`config.mk`:
```
export PLATFORM = sky130hd
export DESIGN_NAME = instrDecoder
export DESIGN_NICKNAME = d
export VERILOG_FILES = /design/src/source/decodePkg.sv /design/src/source/riscvIsaPkg.sv /design/src/source/aluOpDecoder.sv /design/src/source/branchTypeDecoder.sv /design/src/source/decodeControl.sv /design/src/source/instrDecoder.sv /design/src/source/memTypeDecoder.sv
export VERILOG_INCLUDE_DIRS = /design/src /design/src/source
export SDC_FILE = /design/constraint.sdc
export NUM_CORES = 1
export LEC_CHECK = 0
export ABC_CLOCK_PERIOD_IN_PS = 1450
export BUFFER_PORTS_ARGS = -buffer_cell sky130_fd_sc_hd__buf_2
export CORE_MARGIN = 5
export CORE_UTILIZATION = 42
export CTS_CLUSTER_DIAMETER = 40
export DETAILED_ROUTE_END_ITERATION = 10
export PLACE_DENSITY = 0.79
export SYNTH_ARGS = -nofsm -noshare
export SYNTH_HDL_FRONTEND = slang
export SYNTH_SLANG_ARGS = --single-unit
```
`constraint.sdc`:
```
create_clock -name clk -period 1.45 [get_ports clk]
set_clock_uncertainty 0.15 [all_clocks]
set_input_delay 0.145 -clock clk [delete_from_list [all_inputs] [get_ports clk]]
set_output_delay 0.145 -clock clk [all_outputs]
set_load 0.02 [all_outputs]
```
`src/source/decode_defines.svh`:
```
`ifndef DECODE_DEFINES_SVH
`define DECODE_DEFINES_SVH

// --------------------------------------------------
// instruction word
// --------------------------------------------------
`define XLEN 32 // rv32 word

// --------------------------------------------------
// field positions and widths
// --------------------------------------------------
`define OPCODE_LSB 0
`define OPCODE_W 7

`define FUNCT3_LSB 12
`define FUNCT3_W 3

`define FUNCT7_LSB 25 // top seven bits
`define FUNCT7_W 7

// --------------------------------------------------
// decoder output widths
// --------------------------------------------------
// room for the M ops as well, even though only
// the base integer set is decoded here
`define ALUOP_W 5

`endif

```
`src/source/decodePkg.sv`:
```
`default_nettype none

`include "decode_defines.svh"

// what the decoder hands to the rest of the core
package decodePkg;

    // --------------------------------------------------
    // alu operation
    // --------------------------------------------------
    typedef enum logic [`ALUOP_W-1:0] {
        ALU_NONE             = 0,
        ALU_SHIFTL           = 1,
        ALU_SHIFTR           = 2,
        ALU_SHIFTR_ARITH     = 3,
        ALU_ADD              = 4, // also address calc and auipc
        ALU_SUB              = 5,
        ALU_AND              = 6,
        ALU_OR               = 7,
        ALU_XOR              = 8,
        ALU_LESS_THAN        = 9, // sltu
        ALU_LESS_THAN_SIGNED = 10 // slt
        // 11..18 kept free for mul/div/rem
    } aluOp_e;

    // which execution unit owns the result
    typedef enum logic [1:0] {
        SEL_NONE = 0, // branch, jal
        SEL_IALU = 1
    } aluSelect_e;

    // immediate format, drives the imm generator
    typedef enum logic [2:0] {
        FMT_R = 0,
        FMT_I = 1,
        FMT_S = 2,
        FMT_B = 3,
        FMT_U = 4,
        FMT_J = 5
    } rawType_e;

    // lsu access size and sign
    typedef enum logic [2:0] {
        DT_BYTE   = 0,
        DT_HALF   = 1,
        DT_WORD   = 2,
        DT_BYTE_U = 3,
        DT_HALF_U = 4
    } dType_e;

    typedef enum logic [2:0] {
        BR_BEQ  = 0,
        BR_BNE  = 1,
        BR_BLT  = 2,
        BR_BGE  = 3,
        BR_BLTU = 4,
        BR_BGEU = 5
    } branchType_e;

    // --------------------------------------------------
    // internal class per major opcode
    // --------------------------------------------------
    typedef enum logic [3:0] {
        CLS_NONE, CLS_LUI, CLS_AUIPC, CLS_JAL, CLS_JALR,
        CLS_BRANCH, CLS_LOAD, CLS_STORE, CLS_OPIMM, CLS_OP
    } instrClass_e;

    // --------------------------------------------------
    // decoded bundle
    // --------------------------------------------------
    typedef struct packed {
        rawType_e   rawType;
        aluSelect_e aluSelect;
        logic       regWrite; // rd write
        logic       memWrite; // lsu store
        logic       load;     // rd from lsu instead of alu
        logic       jump;     // pc mux, rd gets pc+4
        logic       auipc;    // alu operand a is pc
    } ctrlBits_t;

    typedef struct packed {
        ctrlBits_t   ctrl;
        aluOp_e      aluOp;
        dType_e      dType;
        branchType_e branchType;
    } decodedInstr_t;

endpackage

`default_nettype wire

```
`src/source/riscvIsaPkg.sv`:
```
`default_nettype none

`include "decode_defines.svh"

// encoding side of the ISA with nothing decoder specific in it
package riscvIsaPkg;

    // --------------------------------------------------
    // raw fields
    // --------------------------------------------------
    typedef logic [`XLEN-1:0] instrWord_t; // full instruction from fetch

    typedef logic [`OPCODE_W-1:0] opcode_t; // bits 6:0
    typedef logic [`FUNCT3_W-1:0] funct3_t; // bits 14:12
    typedef logic [`FUNCT7_W-1:0] funct7_t; // bits 31:25

    // --------------------------------------------------
    // rv32i base major opcodes
    // --------------------------------------------------
    // low two bits are always 11 for 32-bit encodings
    typedef enum logic [`OPCODE_W-1:0] {
        OPC_LOAD   = 7'b0000011, // lb lh lw lbu lhu
        OPC_OPIMM  = 7'b0010011, // addi slti ... srai
        OPC_AUIPC  = 7'b0010111,
        OPC_STORE  = 7'b0100011, // sb sh sw
        OPC_OP     = 7'b0110011, // reg-reg alu
        OPC_LUI    = 7'b0110111,
        OPC_BRANCH = 7'b1100011, // beq ... bgeu
        OPC_JALR   = 7'b1100111,
        OPC_JAL    = 7'b1101111
    } majorOpcode_e;

    // funct3 meanings depend on the opcode, so they are
    // decoded per unit and not listed here
    //
    // funct7 only matters for
    //   add/sub under OP
    //   srl/sra under OP and OPIMM
    // 0x00 is the base form, 0x20 the alternate

    // system, fence and the float/atomic major opcodes
    // are not part of this set and fall through as unknown

endpackage

`default_nettype wire
```
`src/source/aluOpDecoder.sv`:
```
`default_nettype none
`timescale 1ns/1ns

// funct3/funct7 -> integer alu op
module aluOpDecoder
    import riscvIsaPkg::*;
    import decodePkg::*;
(
    input  logic        clk,
    input  logic        rst,
    input  instrClass_e instrClass,
    input  funct3_t     funct3,
    input  funct7_t     funct7,
    output aluOp_e      aluOp
);

    localparam funct7_t funct7Base = 7'h00;
    localparam funct7_t funct7Alt  = 7'h20; // sub, sra

    aluOp_e aluOpNext;

    always_comb begin
        aluOpNext = ALU_NONE;
        case (instrClass)
            CLS_OPIMM, CLS_OP: begin
                case (funct3)
                    3'd0: begin
                        if (instrClass == CLS_OPIMM) begin
                            aluOpNext = ALU_ADD; // addi treats funct7 as imm bits
                        end else if (funct7 == funct7Base) begin
                            aluOpNext = ALU_ADD;
                        end else if (funct7 == funct7Alt) begin
                            aluOpNext = ALU_SUB;
                        end else begin
                            aluOpNext = ALU_NONE; // illegal funct7
                        end
                    end
                    3'd1: aluOpNext = ALU_SHIFTL;
                    3'd2: aluOpNext = ALU_LESS_THAN_SIGNED; // slt
                    3'd3: aluOpNext = ALU_LESS_THAN;        // sltu
                    3'd4: aluOpNext = ALU_XOR;
                    3'd5: begin
                        // srl and sra share funct3
                        if (funct7 == funct7Base) begin
                            aluOpNext = ALU_SHIFTR;
                        end else if (funct7 == funct7Alt) begin
                            aluOpNext = ALU_SHIFTR_ARITH;
                        end else begin
                            aluOpNext = ALU_NONE;
                        end
                    end
                    3'd6: aluOpNext = ALU_OR;
                    default: aluOpNext = ALU_AND; // 3'd7
                endcase
            end
            // address or pc arithmetic
            CLS_AUIPC, CLS_LOAD, CLS_STORE, CLS_JALR: aluOpNext = ALU_ADD;
            default: aluOpNext = ALU_NONE; // lui passes imm through
        endcase
    end

    // --------------------------------------------------
    // output register that captures every edge
    // --------------------------------------------------
    always_ff @(posedge clk) begin
        if (rst) begin
            aluOp <= ALU_NONE;
        end else begin
            aluOp <= aluOpNext;
        end
    end

endmodule

`default_nettype wire

```
`src/source/branchTypeDecoder.sv`:
```
`default_nettype none
`timescale 1ns/1ns

// funct3 -> branch compare
module branchTypeDecoder
    import riscvIsaPkg::*;
    import decodePkg::*;
(
    input  logic        clk,
    input  logic        rst,
    input  instrClass_e instrClass,
    input  funct3_t     funct3,
    output branchType_e branchType
);

    branchType_e branchTypeNext;

    always_comb begin
        branchTypeNext = BR_BEQ;
        if (instrClass == CLS_BRANCH) begin
            case (funct3)
                3'd1:    branchTypeNext = BR_BNE;
                3'd4:    branchTypeNext = BR_BLT;
                3'd5:    branchTypeNext = BR_BGE;
                3'd6:    branchTypeNext = BR_BLTU;
                3'd7:    branchTypeNext = BR_BGEU;
                default: branchTypeNext = BR_BEQ; // 0, and 2/3 are unused
            endcase
        end
    end

    always_ff @(posedge clk) begin
        if (rst) branchType <= BR_BEQ;
        else     branchType <= branchTypeNext;
    end

endmodule

`default_nettype wire

```
`src/source/decodeControl.sv`:
```
`default_nettype none
`timescale 1ns/1ns

// opcode -> class plus the registered control bits
module decodeControl
    import riscvIsaPkg::*;
    import decodePkg::*;
(
    input  logic        clk,
    input  logic        rst,
    input  logic        instrValid,
    input  opcode_t     opcode,
    output instrClass_e instrClass, // comb class for the datapath decoders
    output ctrlBits_t   ctrl,
    output logic        decValid
);

    // nothing enabled, format R
    localparam ctrlBits_t ctrlIdle = '{
        rawType:   FMT_R,
        aluSelect: SEL_NONE,
        regWrite:  1'b0,
        memWrite:  1'b0,
        load:      1'b0,
        jump:      1'b0,
        auipc:     1'b0
    };

    ctrlBits_t ctrlNext;

    // --------------------------------------------------
    // classify
    // --------------------------------------------------
    always_comb begin
        case (opcode)
            OPC_LUI:    instrClass = CLS_LUI;
            OPC_AUIPC:  instrClass = CLS_AUIPC;
            OPC_JAL:    instrClass = CLS_JAL;
            OPC_JALR:   instrClass = CLS_JALR;
            OPC_BRANCH: instrClass = CLS_BRANCH;
            OPC_LOAD:   instrClass = CLS_LOAD;
            OPC_STORE:  instrClass = CLS_STORE;
            OPC_OPIMM:  instrClass = CLS_OPIMM;
            OPC_OP:     instrClass = CLS_OP;
            default:    instrClass = CLS_NONE; // anything else is a bubble
        endcase
    end

    // --------------------------------------------------
    // control bits per class
    // --------------------------------------------------
    always_comb begin
        ctrlNext = ctrlIdle;
        case (instrClass)
            CLS_LUI: begin
                ctrlNext.rawType   = FMT_U;
                ctrlNext.aluSelect = SEL_IALU;
                ctrlNext.regWrite  = 1'b1;
            end
            CLS_AUIPC: begin
                ctrlNext.rawType   = FMT_U;
                ctrlNext.aluSelect = SEL_IALU;
                ctrlNext.regWrite  = 1'b1;
                ctrlNext.auipc     = 1'b1; // pc + imm
            end
            CLS_OPIMM: begin
                ctrlNext.rawType   = FMT_I;
                ctrlNext.aluSelect = SEL_IALU;
                ctrlNext.regWrite  = 1'b1;
            end
            CLS_OP: begin
                ctrlNext.rawType   = FMT_R;
                ctrlNext.aluSelect = SEL_IALU;
                ctrlNext.regWrite  = 1'b1;
            end
            CLS_LOAD: begin
                ctrlNext.rawType   = FMT_I;
                ctrlNext.aluSelect = SEL_IALU; // address add
                ctrlNext.regWrite  = 1'b1;
                ctrlNext.load      = 1'b1;
            end
            CLS_STORE: begin
                ctrlNext.rawType   = FMT_S;
                ctrlNext.aluSelect = SEL_IALU;
                ctrlNext.memWrite  = 1'b1; // no rd
            end
            CLS_BRANCH: begin
                ctrlNext.rawType = FMT_B; // compare lives in the branch unit
            end
            CLS_JAL: begin
                ctrlNext.rawType  = FMT_J;
                ctrlNext.regWrite = 1'b1; // link
                ctrlNext.jump     = 1'b1;
            end
            CLS_JALR: begin
                ctrlNext.rawType   = FMT_I;
                ctrlNext.aluSelect = SEL_IALU; // rs1 + imm target
                ctrlNext.regWrite  = 1'b1;
                ctrlNext.jump      = 1'b1;
            end
            default: ctrlNext = ctrlIdle;
        endcase
    end

    // --------------------------------------------------
    // pipeline register
    // --------------------------------------------------
    always_ff @(posedge clk) begin
        if (rst) begin
            ctrl     <= ctrlIdle;
            decValid <= 1'b0;
        end else begin
            decValid <= instrValid;
            ctrl     <= instrValid ? ctrlNext : ctrlIdle; // no strobe means no enables
        end
    end

endmodule

`default_nettype wire

```
`src/source/instrDecoder.sv`:
```
`default_nettype none
`timescale 1ns/1ns

`include "decode_defines.svh"

// rv32i decoder top with one cycle of latency
module instrDecoder
    import riscvIsaPkg::*;
    import decodePkg::*;
(
    input  logic          clk,
    input  logic          rst,
    input  logic          instrValid,
    input  instrWord_t    instr,
    output logic          decValid,
    output decodedInstr_t decoded
);

    // --------------------------------------------------
    // field split
    // --------------------------------------------------
    opcode_t opcode;
    funct3_t funct3;
    funct7_t funct7;

    assign opcode = instr[`OPCODE_LSB +: `OPCODE_W];
    assign funct3 = instr[`FUNCT3_LSB +: `FUNCT3_W];
    assign funct7 = instr[`FUNCT7_LSB +: `FUNCT7_W];

    instrClass_e instrClass; // shared by all three field decoders
    ctrlBits_t   ctrl;
    aluOp_e      aluOp;
    dType_e      dType;
    branchType_e branchType;

    // --------------------------------------------------
    // decoders
    // --------------------------------------------------
    decodeControl u_control (
        .clk        (clk),
        .rst        (rst),
        .instrValid (instrValid),
        .opcode     (opcode),
        .instrClass (instrClass),
        .ctrl       (ctrl),
        .decValid   (decValid)
    );

    aluOpDecoder u_aluOp (
        .clk(clk), .rst(rst), .instrClass(instrClass),
        .funct3(funct3), .funct7(funct7), .aluOp(aluOp)
    );

    memTypeDecoder u_memType (
        .clk(clk), .rst(rst), .instrClass(instrClass),
        .funct3(funct3), .dType(dType)
    );

    branchTypeDecoder u_branchType (
        .clk(clk), .rst(rst), .instrClass(instrClass),
        .funct3(funct3), .branchType(branchType)
    );

    // all four parts were registered on the same edge
    assign decoded = '{ctrl: ctrl, aluOp: aluOp, dType: dType, branchType: branchType};

endmodule

`default_nettype wire

```
`src/source/memTypeDecoder.sv`:
```
`default_nettype none
`timescale 1ns/1ns

// funct3 -> lsu access type
module memTypeDecoder
    import riscvIsaPkg::*;
    import decodePkg::*;
(
    input  logic        clk,
    input  logic        rst,
    input  instrClass_e instrClass,
    input  funct3_t     funct3,
    output dType_e      dType
);

    dType_e dTypeNext;

    always_comb begin
        dTypeNext = DT_BYTE;
        if (instrClass == CLS_LOAD) begin
            case (funct3)
                3'd1:    dTypeNext = DT_HALF;
                3'd2:    dTypeNext = DT_WORD;
                3'd4:    dTypeNext = DT_BYTE_U; // lbu
                3'd5:    dTypeNext = DT_HALF_U; // lhu
                default: dTypeNext = DT_BYTE;   // lb and unused codes
            endcase
        end else if (instrClass == CLS_STORE) begin
            case (funct3)
                3'd1:    dTypeNext = DT_HALF;
                3'd2:    dTypeNext = DT_WORD;
                default: dTypeNext = DT_BYTE; // no unsigned stores
            endcase
        end
    end

    always_ff @(posedge clk) begin
        if (rst) dType <= DT_BYTE;
        else     dType <= dTypeNext;
    end

endmodule

`default_nettype wire

```
=== Yosys cells after proc, flatten, opt, wreduce, memory -nomap -nowiden ===
Index checks and enable logic that the tools add are counted.

* Word-level logic and storage cells: 70
* Register bits: 22
* Output and inout port bits: 22
* Bits of input ports: 35

* Reduce and logical (&&, ||, !) cells: 11
* Equal/unequal tests: 26
* Multiplexer cells: 20
* Bitwise gates (word level): 2

{| class="wikitable"
|+ Operators by type and width
! cell !! count
|-
| 4-bit case mux with 9 select lines || 1
|-
| 5-bit case mux with 7 select lines || 1
|-
| 3-bit case mux with 5 select lines || 2
|-
| 7-bit by 6-bit == test with 1-bit output (second input constant) || 4
|-
| 7-bit == test (second input constant) || 3
|-
| 4-bit by 3-bit == test with 1-bit output (second input constant) || 4
|-
| 5-bit two-way mux || 3
|-
| 7-bit by 5-bit == test with 1-bit output (second input constant) || 2
|-
| 7-bit OR reduction || 2
|-
| 3-bit == test (second input constant) || 4
|-
| 3-bit case mux with 4 select lines || 1
|-
| 5-bit case mux with 2 select lines || 1
|-
| 2-bit OR reduction || 5
|-
| 3-bit two-way mux || 3
|-
| 4-bit by 2-bit == test with 1-bit output (second input constant) || 2
|-
| 4-bit == test (second input constant) || 2
|-
| 7-bit by 2-bit == test with 1-bit output (second input constant) || 1
|-
| 7-bit zero test || 1
|-
| 3-bit by 2-bit == test with 1-bit output (second input constant) || 2
|-
| 1-bit two-way mux || 6
|-
| 4-bit by 1-bit == test with 1-bit output (second input constant) || 1
|-
| 2-bit case mux with 2 select lines || 1
|-
| 4-bit OR reduction || 1
|-
| 3-bit by 1-bit == test with 1-bit output (second input constant) || 1
|-
| 4 further kinds || 5
|}

=== Depth between registers and ports, before layout ===
* Depth after elaboration: 6
* Depth in mapped cells: 5
* Mapped depth without buffers: 4

=== By module ===
Synthesis repeated with hierarchy kept, for this count alone.

* Cells, all modules: 116
* Area total of the unflattened synthesis: 1,076.0 um^2

{| class="wikitable"
|+ Modules (own cells, without submodules)
! module !! sequential area each (um^2) !! cells each !! area each (um^2) !! instances
|-
| decodeControl || 200.2 || 63 || 558.0 || 1
|-
| aluOpDecoder || 80.1 || 31 || 269.0 || 1
|-
| memTypeDecoder || 60.1 || 12 || 126.4 || 1
|-
| branchTypeDecoder || 60.1 || 10 || 122.6 || 1
|}

=== Least setup slack after synthesis ===
No wires, ideal clock.

* Kind: input port to flip-flop
* Start: in instr[3]
* End: reg u_memType.dType[1]
* Path buffers: 1
* Arrival time: 1.130 ns
* Cell stages on the path: 4
* Data required time: 1.197 ns
* Path slack: 0.066 ns
* Setup time: 0.103 ns
* Cell sequence: buf_2 -> nand3b_4 -> or3_4 -> a2111oi_2

* Word-level cells in the longest chain between the ends: 5
* Elaborated cells between the ends (all ways): 14
* Classes of those cells: eq/ne: 11; mux: 3

{| class="wikitable"
|+ RTL lines
! element !! RTL line !! text
|-
| start, declared || instrDecoder.sv:14 || <nowiki>input instrWord_t instr,</nowiki>
|-
| 7-bit by 6-bit == test with 1-bit output, or another cell as far along || decodeControl.sv:35 || <nowiki>case (opcode)</nowiki>
|-
| 4-bit case mux with 9 select lines * || decodeControl.sv:35 ||
|-
| 4-bit by 3-bit == test with 1-bit output || memTypeDecoder.sv:28 || <nowiki>end else if (instrClass == CLS_STORE) begin</nowiki>
|-
| 3-bit two-way mux || memTypeDecoder.sv:28 ||
|-
| 3-bit two-way mux * || memTypeDecoder.sv:20 || <nowiki>if (instrClass == CLS_LOAD) begin</nowiki>
|-
| end signal, assigned || memTypeDecoder.sv:39 || <nowiki>else dType <= dTypeNext;</nowiki>
|-
| end, declared || memTypeDecoder.sv:13 || <nowiki>output dType_e dType</nowiki>
|}

Every way passes the cells marked *; elsewhere a longest branch is shown, timed or not.
A chain may end at the register's enable or synchronous reset.

=== Worst setup path in the final report ===
* Start: in instr[4]
* End: reg u_memType.dType[0]

The elaborated chain is that of the path after synthesis.

==> impl_metrics.env <==
export IMPL_gp_congestion=0.899
export IMPL_cpMaxStageDelayCell="a2111oi_2"
export IMPL_critPathBufInv=1
export IMPL_avgSynthCellArea_sq_um=8.54
export IMPL_fill_cells=213
export IMPL_die_area_sq_um=3410
export IMPL_min_path_cells=3
export IMPL_synth_edf_count=0
export IMPL_dp_hpwl_mm=1.89
export IMPL_finalNetCount=199
export IMPL_path_max_fanout=3
export IMPL_fmax_mhz=787
export IMPL_cts_num_sinks=20
export IMPL_cts_buffers=3
export IMPL_grt_pass1_vias=948
export IMPL_p_leak_nw=0.598
export IMPL_status="finished, final reports clean"
export IMPL_worstPathCellList="buf_2 -> or2_4 -> nor4_4 -> nand3_1 -> a2111oi_2"
export IMPL_clockRootBuffer="clkbuf_4"
export IMPL_area_delta_synth_final_pct=32.4
export IMPL_die_x_um=58.4
export IMPL_ctsHtreeMaxLevel=1
export IMPL_fin_cells=190
export IMPL_p_clk_share_pct=24.9
export IMPL_drv_cap=0
export IMPL_overflow=0
export IMPL_hold_class="input pin to register"
export IMPL_cp_required_ps=1480
export IMPL_seqPwrFrac_pct=57.3
export IMPL_grt_max_degree=17
export IMPL_rows=17
export IMPL_antenna_found_initial=0
export IMPL_die_h_um=58.4
export IMPL_remaining_drc_errors=0
export IMPL_slew_viol_final=0
export IMPL_clk_pin_slew_ps=100
export IMPL_final_util_pct=58.2
export IMPL_hold_viol=0
export IMPL_p_int_uw=721
export IMPL_path_delay_family="simple AND/OR/NAND/NOR gates"
export IMPL_end_kind="register"
export IMPL_grt_use_total_pct=15.6
export IMPL_vias=999
export IMPL_p_per_area_nw_per_um2=742
export IMPL_power_switching_uw=244
export IMPL_viasPerCell=5.26
export IMPL_period_needed_ps=1270
export IMPL_p_comb_share_pct=17.8
export IMPL_syn_inst=115
export IMPL_initial_core_util_pct=44.0
export IMPL_post_cts_resized=0
export IMPL_coreArea_sq_um=2230
export IMPL_drt_iter0_markers=22
export IMPL_setup_violations_final=0
export IMPL_cts_tree="done"
export IMPL_grt_pass1_wl_mm=4.18
export IMPL_max_stage_delay_ps=390
export IMPL_drtAntennaViolNets=0
export IMPL_routed_wl_mm=2.42
export IMPL_power_uw=964
export IMPL_port_buffers=39
export IMPL_ys_types=37
export IMPL_swShare_pct=25.3
export IMPL_ys_async_sr_fraction_pct=0
export IMPL_rsz0062_at_grt="false"
export IMPL_yosysSeqAreaShare_pct=40.8
export IMPL_drt_first_pass_iters=4
export IMPL_io_pins=57
export IMPL_placedCellCount=183
export IMPL_diodes=0
export IMPL_cp_data_arrival_time_ps=1300
export IMPL_synthesis_yosys_warnings=0
export IMPL_drive_above_1_share_pct=35.8
export IMPL_crit_type="input pin to register"
export IMPL_hold_end="u_branchType.branchType[2]$_SDFF_PP0_"
export IMPL_synth_top_flop_cell="dfxtp_1"
export IMPL_vdd_drop_max_uv=492
export IMPL_route_detailed_wl_per_inst_um=12.7
export IMPL_ys_ff_latch=20
export IMPL_setup_tns_ps=0
export IMPL_startpoint_type="input pin"
export IMPL_min_from="instr[13]"
export IMPL_cts_buffer_depth=2
export IMPL_syn_cell_area_sq_um=982
export IMPL_period_share_pct=87.6
[placed cells by master, fill, tap and decap left out, types with 5 or more instances in the layout]
master,n
a21oi_1,7
buf_2,39
buf_4,9
dfxtp_1,20
nand2_1,7
nand2b_1,5
nand3_1,5
nor2_1,13
o21ai_0,5
[cells by family after synthesis]
| family | Yosys count | synth area share [%] |
|---|---|---|
| other | 1 | 0.382 |
| flip-flops | 20 | 40.8 |
| buffers and inverters | 13 | 6.24 |
| AND/OR/NAND/NOR | 56 | 34.7 |
| AO/OA/AOI/OAI | 25 | 18.0 |
[through the flow]
stage	setup slack, ps	instance area [sq um]	hold WS, ps
global route	98.3	1300	46.8
global placement	-59.5	1240	269
finish	179	1300	34.7
detailed placement	-134	1240	271
CTS	167	1300	17.0
floorplan	66.3	986	64.1
[cells in the mapped netlist (2+ instances only)]
library cell | count | area, sq um
a2111oi_2 | 2 | 30.0
a21oi_1 | 7 | 35.0
a31oi_1 | 2 | 12.5
and2_1 | 2 | 12.5
and3_1 | 2 | 12.5
buf_2 | 4 | 20.0
buf_4 | 2 | 15.0
clkbuf_1 | 3 | 11.3
dfxtp_1 | 20 | 400
inv_1 | 4 | 15.0
nand2_1 | 7 | 26.3
nand2b_1 | 5 | 31.3
nand3_1 | 5 | 25.0
nand4b_1 | 3 | 26.3
nor2_1 | 13 | 48.8
nor2b_1 | 3 | 18.8
nor3_1 | 4 | 20.0
nor4_1 | 2 | 12.5
nor4b_1 | 2 | 17.5
o21ai_0 | 5 | 25.0
o21bai_1 | 2 | 15.0
[what timing repair did]
item | in CTS | in global routing
setup buffers | 0 | 0
hold buffers | 4 | 0
hold endpoints to repair | 7 | 0
[state kept, by name (all words and copies together), names as in the netlist]
name and cells:
u_memType.dType 3, u_control.decValid 1, u_control.ctrl 9, u_branchType.branchType 3
u_aluOp.aluOp 4
[worst max path at each step]
stage,startpoint,end,depth (start not counted)
floorplan,instr[3],u_memType.dType[1]$_SDFF_PP0_,4
global placement,instr[4],u_memType.dType[0]$_SDFF_PP0_,5
detailed placement,instr[4],u_memType.dType[0]$_SDFF_PP0_,5
CTS,instr[4],u_memType.dType[0]$_SDFF_PP0_,5
global route,instr[4],u_memType.dType[0]$_SDFF_PP0_,5
finish,instr[4],u_memType.dType[0]$_SDFF_PP0_,5
[final cells by class]
cell class                 count  area [sq um]  area share [%]
sequential                    20           400            30.8
inverter                       4          15.0            1.15
tap                           28          35.0            2.69
clock buffer                   3          22.5            1.73
multi-input combinational     83           524            40.3
timing repair buffer          52           303            23.3
[routing by layer]
| metal | share of wire [%] | up-vias | GRT usage, % |
|---|---|---|---|
| met3 | 7.8 | 2 | 4.17 |
| met4 | 0.54 | 0 | 3.97 |
| met1 | 42 | 462 | 20.1 |
| met2 | 50 | 30 | 25.7 |
| li1 | - | 505 | - |
| met5 | 0 | - | 0 |
[power groups by stage]
stage	sequential, mW	combinational, mW	clock [mW]
final	0.553	0.171	0.240
after global routing	0.554	0.190	0.286
after CTS	0.553	0.169	0.253
after detailed placement	0.566	0.159	0
after global placement	0.566	0.154	0
after floorplan	0.571	0.0893	0
No activity file was read; power rests on OpenSTA's default activity.
